[src/trk_defs.svh]
`ifndef TRK_DEFS_SVH
`define TRK_DEFS_SVH

////////////////////////////////////////////////////////////
// Word widths
////////////////////////////////////////////////////////////

`define TRK_PHASE_W     13      // Phase and frequency words
`define TRK_CORR_W      8       // Signed correlation sum

////////////////////////////////////////////////////////////
// Loop constants
////////////////////////////////////////////////////////////

// Cycles per integration window
`define TRK_DUMP_LEN    64

`define TRK_PHASE_STEP  13'h0200    // Phase correction per decision
`define TRK_QUARTER     13'h0800    // Q code leads I by this much

// Magnitude treated as a strong correlation
`define TRK_STRONG_THR  32

`endif

[src/trk_signal_pkg.sv]
`include "trk_defs.svh"

package trk_signal_pkg;

    ////////////////////////////////////////////////////////////
    // Oscillator words
    ////////////////////////////////////////////////////////////

    // Used for both the frequency word and the phase word
    typedef logic [`TRK_PHASE_W-1:0] phase_word_t;

    ////////////////////////////////////////////////////////////
    // Correlator results
    ////////////////////////////////////////////////////////////

    // Agree count minus disagree count over one window
    typedef logic signed [`TRK_CORR_W-1:0] corr_t;

    // Latched I and Q sums, one pair per dump
    typedef struct packed {
        corr_t i_corr;  // In-phase arm
        corr_t q_corr;  // Quadrature arm
    } corr_pair_t;

endpackage

[src/trk_loop_pkg.sv]
package trk_loop_pkg;

    ////////////////////////////////////////////////////////////
    // Decision codes
    ////////////////////////////////////////////////////////////

    // Codes 1 to 4 move the phase word, 5 and 8 leave it alone
    typedef enum logic [3:0] {
        DEC_NONE       = 4'd0,
        DEC_ADV_POS    = 4'd1,  // I negative, Q strong positive
        DEC_RET_POS    = 4'd2,  // I negative, Q strong negative
        DEC_RET_NEG    = 4'd3,  // I positive, Q strong positive
        DEC_ADV_NEG    = 4'd4,  // I positive, Q strong negative
        DEC_IN_PHASE   = 4'd5,
        DEC_ANTI_PHASE = 4'd8
    } decision_e;

    ////////////////////////////////////////////////////////////
    // Report
    ////////////////////////////////////////////////////////////

    // Published once per window
    typedef struct packed {
        logic                        locked;    // Strong positive I
        decision_e                   decision;
        trk_signal_pkg::phase_word_t phase;     // Phase word after the update
        trk_signal_pkg::corr_pair_t  corr;      // Sums the decision was made on
    } trk_report_t;

endpackage

[src/code_nco.sv]
`timescale 1ns/100ps

`include "trk_defs.svh"

module code_nco (
    input  logic                        clk,
    input  logic                        rst_in,
    input  trk_signal_pkg::phase_word_t i_fcw,
    input  trk_signal_pkg::phase_word_t i_phase_ofs,
    output logic                        o_code
);

    import trk_signal_pkg::*;

    phase_word_t acc;
    phase_word_t phase;

    ////////////////////////////////////////////////////////////
    // Phase accumulator
    ////////////////////////////////////////////////////////////

    // Wraps modulo 2^TRK_PHASE_W
    always_ff @(posedge clk) begin
        if (rst_in) begin
            acc <= '0;
        end else begin
            acc <= acc + i_fcw;
        end
    end

    ////////////////////////////////////////////////////////////
    // Code output
    ////////////////////////////////////////////////////////////

    // Offset applied after the register so a new phase word
    // shows up on the very next cycle
    assign phase = acc + i_phase_ofs;

    // Top bit of the phase gives a square wave
    assign o_code = phase[`TRK_PHASE_W-1];

endmodule

[src/code_correlator.sv]
`timescale 1ns/100ps

`include "trk_defs.svh"

module code_correlator (
    input  logic                  clk,
    input  logic                  rst_in,
    input  logic                  i_sig,
    input  logic                  i_code,
    input  logic                  i_dump,
    output trk_signal_pkg::corr_t o_corr
);

    import trk_signal_pkg::*;

    corr_t run;     // Running sum for the open window
    corr_t term;
    corr_t sum;

    ////////////////////////////////////////////////////////////
    // Integrate and dump
    ////////////////////////////////////////////////////////////

    assign term = (i_sig == i_code) ? corr_t'(1) : corr_t'(-1);
    assign sum  = run + term;  // Includes this cycle's sample

    always_ff @(posedge clk) begin
        if (rst_in) begin
            run    <= '0;
            o_corr <= '0;
        end else if (i_dump) begin
            o_corr <= sum;     // Held until the next dump
            run    <= '0;
        end else begin
            run    <= sum;
        end
    end

    ////////////////////////////////////////////////////////////
    // Checks
    ////////////////////////////////////////////////////////////

    // A window never holds more samples than the timer allows,
    // so the sum cannot walk past the window length
    a_run_bounded: assert property (
        @(posedge clk) disable iff (rst_in)
        (run <= `TRK_DUMP_LEN) && (run >= -(`TRK_DUMP_LEN))
    ) else $error("correlator sum %0d beyond window length", run);

endmodule

[src/dump_timer.sv]
`timescale 1ns/100ps

`include "trk_defs.svh"

module dump_timer (
    input  logic clk,
    input  logic rst_in,
    output logic o_dump
);

    localparam int CNT_W = $clog2(`TRK_DUMP_LEN);

    logic [CNT_W-1:0] cnt;
    logic             last;

    assign last = (cnt == CNT_W'(`TRK_DUMP_LEN - 1));

    ////////////////////////////////////////////////////////////
    // Window counter
    ////////////////////////////////////////////////////////////

    always_ff @(posedge clk) begin
        if (rst_in) begin
            cnt <= '0;
        end else if (last) begin
            cnt <= '0;  // Window closes
        end else begin
            cnt <= cnt + 1'b1;
        end
    end

    assign o_dump = last;

    ////////////////////////////////////////////////////////////
    // Checks
    ////////////////////////////////////////////////////////////

    // Back to back dumps would give a one-sample window
    a_dump_single: assert property (
        @(posedge clk) disable iff (rst_in) o_dump |=> !o_dump
    ) else $error("dump pulse on consecutive cycles");

endmodule

[src/phase_discriminator.sv]
`timescale 1ns/100ps

`include "trk_defs.svh"

module phase_discriminator (
    input  logic                        clk,
    input  logic                        rst_in,
    input  logic                        i_dump,
    input  trk_signal_pkg::corr_pair_t  i_corr,
    output trk_signal_pkg::phase_word_t o_pcw,
    output trk_loop_pkg::trk_report_t   o_report,
    output logic                        o_valid
);

    import trk_signal_pkg::*;
    import trk_loop_pkg::*;

    logic        eval;          // Cycle after dump, sums are fresh
    logic        i_neg;
    logic        q_pos;
    logic        q_neg;
    decision_e   decision;
    phase_word_t pcw;
    phase_word_t pcw_next;
    trk_report_t report_q;
    trk_report_t report_next;

    always_ff @(posedge clk) begin
        if (rst_in) begin
            eval <= 1'b0;
        end else begin
            eval <= i_dump;
        end
    end

    ////////////////////////////////////////////////////////////
    // Quadrant decision
    ////////////////////////////////////////////////////////////

    assign i_neg = i_corr.i_corr < 0;
    assign q_pos = i_corr.q_corr >= `TRK_STRONG_THR;
    assign q_neg = i_corr.q_corr <= -(`TRK_STRONG_THR);

    // First matching row wins
    always_comb begin
        pcw_next = pcw;
        if (i_neg && q_pos) begin
            decision = DEC_ADV_POS;
            pcw_next = pcw + `TRK_PHASE_STEP;
        end else if (i_neg && q_neg) begin
            decision = DEC_RET_POS;
            pcw_next = pcw - `TRK_PHASE_STEP;
        end else if (!i_neg && q_pos) begin
            decision = DEC_RET_NEG;
            pcw_next = pcw - `TRK_PHASE_STEP;
        end else if (!i_neg && q_neg) begin
            decision = DEC_ADV_NEG;
            pcw_next = pcw + `TRK_PHASE_STEP;
        end else if (i_corr.i_corr >= `TRK_STRONG_THR) begin
            decision = DEC_IN_PHASE;
        end else if (i_corr.i_corr <= -(`TRK_STRONG_THR)) begin
            decision = DEC_ANTI_PHASE;
        end else begin
            decision = DEC_NONE;
        end
    end

    assign report_next = '{
        locked:   (i_corr.i_corr >= `TRK_STRONG_THR),
        decision: decision,
        phase:    pcw_next,
        corr:     i_corr
    };

    ////////////////////////////////////////////////////////////
    // Phase word and report
    ////////////////////////////////////////////////////////////

    always_ff @(posedge clk) begin
        if (rst_in) begin
            pcw      <= '0;
            report_q <= '0;
        end else if (eval) begin
            pcw      <= pcw_next;
            report_q <= report_next;
        end
    end

    assign o_pcw   = pcw;
    assign o_valid = eval;

    // Fresh report on the valid cycle, then held until the next window
    assign o_report = eval ? report_next : report_q;

endmodule

[src/phase_tracker.sv]
`timescale 1ns/100ps

`include "trk_defs.svh"

module phase_tracker (
    input  logic                        clk,
    input  logic                        rst_in,
    input  logic                        i_sig,
    input  trk_signal_pkg::phase_word_t i_fcw,
    output trk_loop_pkg::trk_report_t   o_report,
    output logic                        o_valid
);

    import trk_signal_pkg::*;

    phase_word_t pcw;
    phase_word_t pcw_q;     // Quarter turn ahead of pcw
    logic        code_i;
    logic        code_q;
    logic        dump;
    corr_t       corr_i;
    corr_t       corr_q;
    corr_pair_t  corr_pair;

    assign pcw_q = pcw + `TRK_QUARTER;

    ////////////////////////////////////////////////////////////
    // Code oscillators
    ////////////////////////////////////////////////////////////

    code_nco u_nco_i (
        .clk         (clk),
        .rst_in      (rst_in),
        .i_fcw       (i_fcw),
        .i_phase_ofs (pcw),
        .o_code      (code_i)
    );

    code_nco u_nco_q (
        .clk         (clk),
        .rst_in      (rst_in),
        .i_fcw       (i_fcw),
        .i_phase_ofs (pcw_q),
        .o_code      (code_q)
    );

    ////////////////////////////////////////////////////////////
    // Correlators and window timing
    ////////////////////////////////////////////////////////////

    code_correlator u_corr_i (
        .clk    (clk),
        .rst_in (rst_in),
        .i_sig  (i_sig),
        .i_code (code_i),
        .i_dump (dump),
        .o_corr (corr_i)
    );

    code_correlator u_corr_q (
        .clk    (clk),
        .rst_in (rst_in),
        .i_sig  (i_sig),
        .i_code (code_q),
        .i_dump (dump),
        .o_corr (corr_q)
    );

    dump_timer u_dump (
        .clk    (clk),
        .rst_in (rst_in),
        .o_dump (dump)
    );

    assign corr_pair = '{i_corr: corr_i, q_corr: corr_q};

    // Closes the loop back to the oscillators
    phase_discriminator u_disc (
        .clk      (clk),
        .rst_in   (rst_in),
        .i_dump   (dump),
        .i_corr   (corr_pair),
        .o_pcw    (pcw),
        .o_report (o_report),
        .o_valid  (o_valid)
    );

endmodule

[config.mk]
export PLATFORM = sky130hd
export DESIGN_NAME = phase_tracker
export DESIGN_NICKNAME = d
export VERILOG_FILES = /design/src/trk_signal_pkg.sv /design/src/trk_loop_pkg.sv /design/src/code_nco.sv /design/src/code_correlator.sv /design/src/dump_timer.sv /design/src/phase_discriminator.sv /design/src/phase_tracker.sv
export VERILOG_INCLUDE_DIRS = /design/src
export SDC_FILE = /design/constraint.sdc
export NUM_CORES = 1
export LEC_CHECK = 0
export BUFFER_PORTS_ARGS = -buffer_cell sky130_fd_sc_hd__buf_2
export CAP_MARGIN = 20
export CORE_MARGIN = 2
export CORE_UTILIZATION = 50
export CTS_CLUSTER_DIAMETER = 150
export CTS_CLUSTER_SIZE = 14
export DETAILED_ROUTE_END_ITERATION = 10
export PLACE_DENSITY = 0.69
export SLEW_MARGIN = 20
export SYNTH_ARGS = -nofsm -noshare
export SYNTH_HDL_FRONTEND = slang
export SYNTH_SLANG_ARGS = --single-unit
[constraint.sdc]
create_clock -name clk -period 3.8 [get_ports clk]
set_input_delay 0.76 -clock clk [delete_from_list [all_inputs] [get_ports clk]]
set_output_delay 0.76 -clock clk [all_outputs]
set_load 0.03 [all_outputs]
==> metrics.md <==
| Metric | Value |
|---|---|
| Mapped Avg Cell Area | `9.14 sq um` |
| Die ar. | `11300 sq um` |
| Layout area overhead | `10.1%` |
| Post-CTS Setup Inserts | `0` |
| First-pass GRT wire length | `17800 microns` |
| Cts hold-fix bufs | `0` |
| Chip Width | `106 microns` |
| Fin area | `5760 sq um` |
| Outcome | `complete, no violations` |
| Netlist cell types | `51` |
| Initial Util | `51.1%` |
| DP Area | `5590 sq um` |
| Critical Path Fanout Max | `6` |
| Worst setup startpoint | `u_disc.o_pcw[11]` |
| Core area | `10200 sq um` |
| Main synth FF type | `dfxtp_1` |
| DRC viols | `0` |
| Critical Path RT | `4030 ps` |
| GP Congestion | `0.785` |
| Global Route Usage Sum | `19.8%` |
| Total wire length | `10500 microns` |
| Max-Cap Viols | `0` |
| Initial DRC Count | `106` |
| Leakage | `2.52 nW` |
| Fin. max-slew vios | `0` |
| Initial antenna violation count | `0` |
| Internal cell power | `0.00219 W` |
| Number of routed nets with antenna violations | `0` |
| Post-synthesis cell count | `572` |
| Hpwl dp | `7650 microns` |
| Layout net count | `680` |
| Post-Syn Nets | `637` |
| Final Util | `56.3%` |
| Total chip power | `0.00350 W` |
| CTS tree | `yes` |
| Final setup viols | `0` |
| FFs w/ async S/R, synth | `0%` |
| Net Sw Frac | `37.5%` |
| ANT cells | `0` |
| Tcrit/Tclk final | `91.8%` |
| Synthesized cell area | `5230 sq um` |
| Largest net degree at the start of global routing | `48` |
| Min-Delay Path Class | `reg2reg` |
| Ys Warns | `0` |
| Setup Skew | `14.7 ps` |
| Peak VDD IR | `318 uV` |
| Clock sink total | `103` |
| Total number of vias | `3987` |
| Crit. End Element | `flip-flop` |
| IO Pins | `51` |
| Fin Setup TNS | `0 ps` |
| Hold path startpoint | `u_dump.cnt[0]` |
| Clock transition at path regs | `100 ps` |
| Post-CTS sizing | `0` |
| Critical path launch point type | `flip-flop` |
| Rel. slew slack | `32.3%` |
| Worst-Margin Slew | `1010 ps` |
| Data arrival, critical path | `3720 ps` |
| Worst-Skew Late Latency | `390 ps` |
| Num rows | `37` |
| Drt pass-1 iters | `5` |
| Vias per Instance | `5.28` |
| H-tree Lvls | `3` |
| Fillers | `952` |
| Kind of critical path | `reg2reg` |
| Non-Filler Instances | `755` |
| Switching pwr | `0.00131 W` |
| FMAX | `287 MHz` |
| Reg power frac | `37.9%` |
| Number of synthesized flops with an enable pin | `0` |
| Synth Register Bits | `103` |
| RSZ-0062 raised after global routing | `no` |
| Logic gate share of total power | `44.2%` |
| WL/cell | `13.9 microns` |
| P per Cell Area | `607 nW/um^2` |
| Grt ovf | `0` |
| Clock root cell | `clkbuf_8` |
| Clock buffer depth | `2` |
| Layout cell share with drive strength beyond 1 | `15.0%` |
| Vias in the first global route | `3927` |
| Fin. Hold Viols | `0` |
| Post-route minimum period | `3490 ps` |
| Sequential fraction of the synthesis area | `39.4%` |
| Cts bufs inserted | `9` |
| Die height | `106 microns` |
| Placed cell count | `740` |
| Clock power share | `17.9%` |
| Port bufs | `50` |
| Crit Reg-Reg Startpoint | `u_disc.o_pcw[11]` |
per-stage QoR:
| step | hold WS, ps | worst slack [ps] |
|---|---|---|
| floorplan | 418 | 560 |
| global placement | 432 | 366 |
| detailed placement | 441 | 287 |
| CTS | 458 | 332 |
| global route | 494 | 18.8 |
| finish | 456 | 313 |
routing by layer:
metal | GRT usage [%] | routed length (microns) | vias up
met3 | 5.95 | 366 | 12
met2 | 34.3 | 5120 | 41
met1 | 23.3 | 4870 | 1880
met5 | 0 | 0 | -
li1 | - | - | 2054
met4 | 6.67 | 156 | 0
kinds of logic (layout without fill, tap and decap cells):
group | Yosys count | after routing | share of synthesized area (%)
simple gates | 193 | 193 | 18.6
compound gates | 122 | 122 | 14.8
flops | 103 | 103 | 39.4
fa+ha+maj | 49 | 49 | 12.3
xor+xnor | 47 | 47 | 8.01
buf+inv | 40 | 87 | 3.09
mux | 18 | 18 | 3.85
worst max-delay path, cell delays in order, from the launching register on:
cell and delay, ps:
dfxtp_1 450, inv_1 90, ha_1 280, inv_1 40, ha_1 260, a41oi_1 120
xnor2_1 600, ha_1 370, a211oi_1 240, o21bai_1 120, or3_1 310, a31oi_1 200
xnor2_1 160, a211oi_1 90
cells in the final DEF (no fill, tap or decap), types with 17 or more instances in the layout:
master / n
nor2_1: 74
nor2b_1: 50
mux2_2: 17
a21oi_1: 33
inv_1: 18
o21ai_0: 27
buf_2: 50
dfxtp_1: 102
xnor2_1: 27
nand2_1: 23
ha_1: 45
xor2_1: 19
sequential cells by signal (all words and copies together) (netlist names), 6 cells and up:
| signal | cells |
|---|---|
| u_corr_q.run | 8 |
| u_corr_i.o_corr | 8 |
| u_corr_q.o_corr | 8 |
| u_nco_i.acc | 13 |
| u_disc.report_q | 34 |
| u_dump.cnt | 6 |
| u_corr_i.run | 8 |
| u_nco_q.acc | 13 |
cell usage after synthesis (2+ instances only):
cell type	number	share of area, %
nand2b_1	6	0.72
a21o_1	9	1.3
o21ai_0	27	2.6
and2_1	4	0.48
fa_1	4	1.5
o2111ai_1	2	0.33
nand3b_1	5	0.72
or4_1	2	0.29
o211ai_1	2	0.29
nor2b_1	50	6.0
clkbuf_1	19	1.4
nor3_1	10	0.96
nand3_1	10	0.96
or2_2	2	0.24
or3_1	5	0.60
o31a_1	2	0.33
nor2_1	74	5.3
dfxtp_1	103	39
a211oi_1	11	1.6
o21bai_1	4	0.57
a31oi_1	9	1.1
o22ai_1	2	0.24
mux2_2	17	3.7
a21oi_1	33	3.2
xor2_1	19	3.2
xnor2_1	27	4.5
ha_1	45	11
o31ai_1	2	0.29
nand2_1	23	1.7
o21a_1	6	0.86
inv_1	18	1.3
worst paths after layout:
path,end,slack (ps),cells past startpoint
max,u_corr_q.o_corr[7],310,13
min,u_dump.cnt[0],460,1
max reg2reg,u_corr_q.o_corr[7],310,13
min reg2reg,u_dump.cnt[0],460,1
layout make-up:
type / instances / area (sq um) / area share [%]
clock inverters: 5 / 42.5 / 0.739
well taps: 136 / 170 / 2.96
multi-input cells: 429 / 3010 / 52.2
inverters: 18 / 67.6 / 1.17
repair buffers: 54 / 280 / 4.87
flip-flops and latches: 103 / 2060 / 35.8
clock buffers: 10 / 128 / 2.22
power groups by stage:
stage | Sequential [W] | Combinational (W) | Clock (W)
final | 0.00132 | 0.00155 | 0.000625
after floorplan | 0.00132 | 0.00125 | 0
after CTS | 0.00133 | 0.00155 | 0.000651
after detailed placement | 0.00135 | 0.00154 | 0
after global placement | 0.00134 | 0.00146 | 0
after global routing | 0.00134 | 0.00175 | 0.000696
Power figures use the tool's default switching activity.
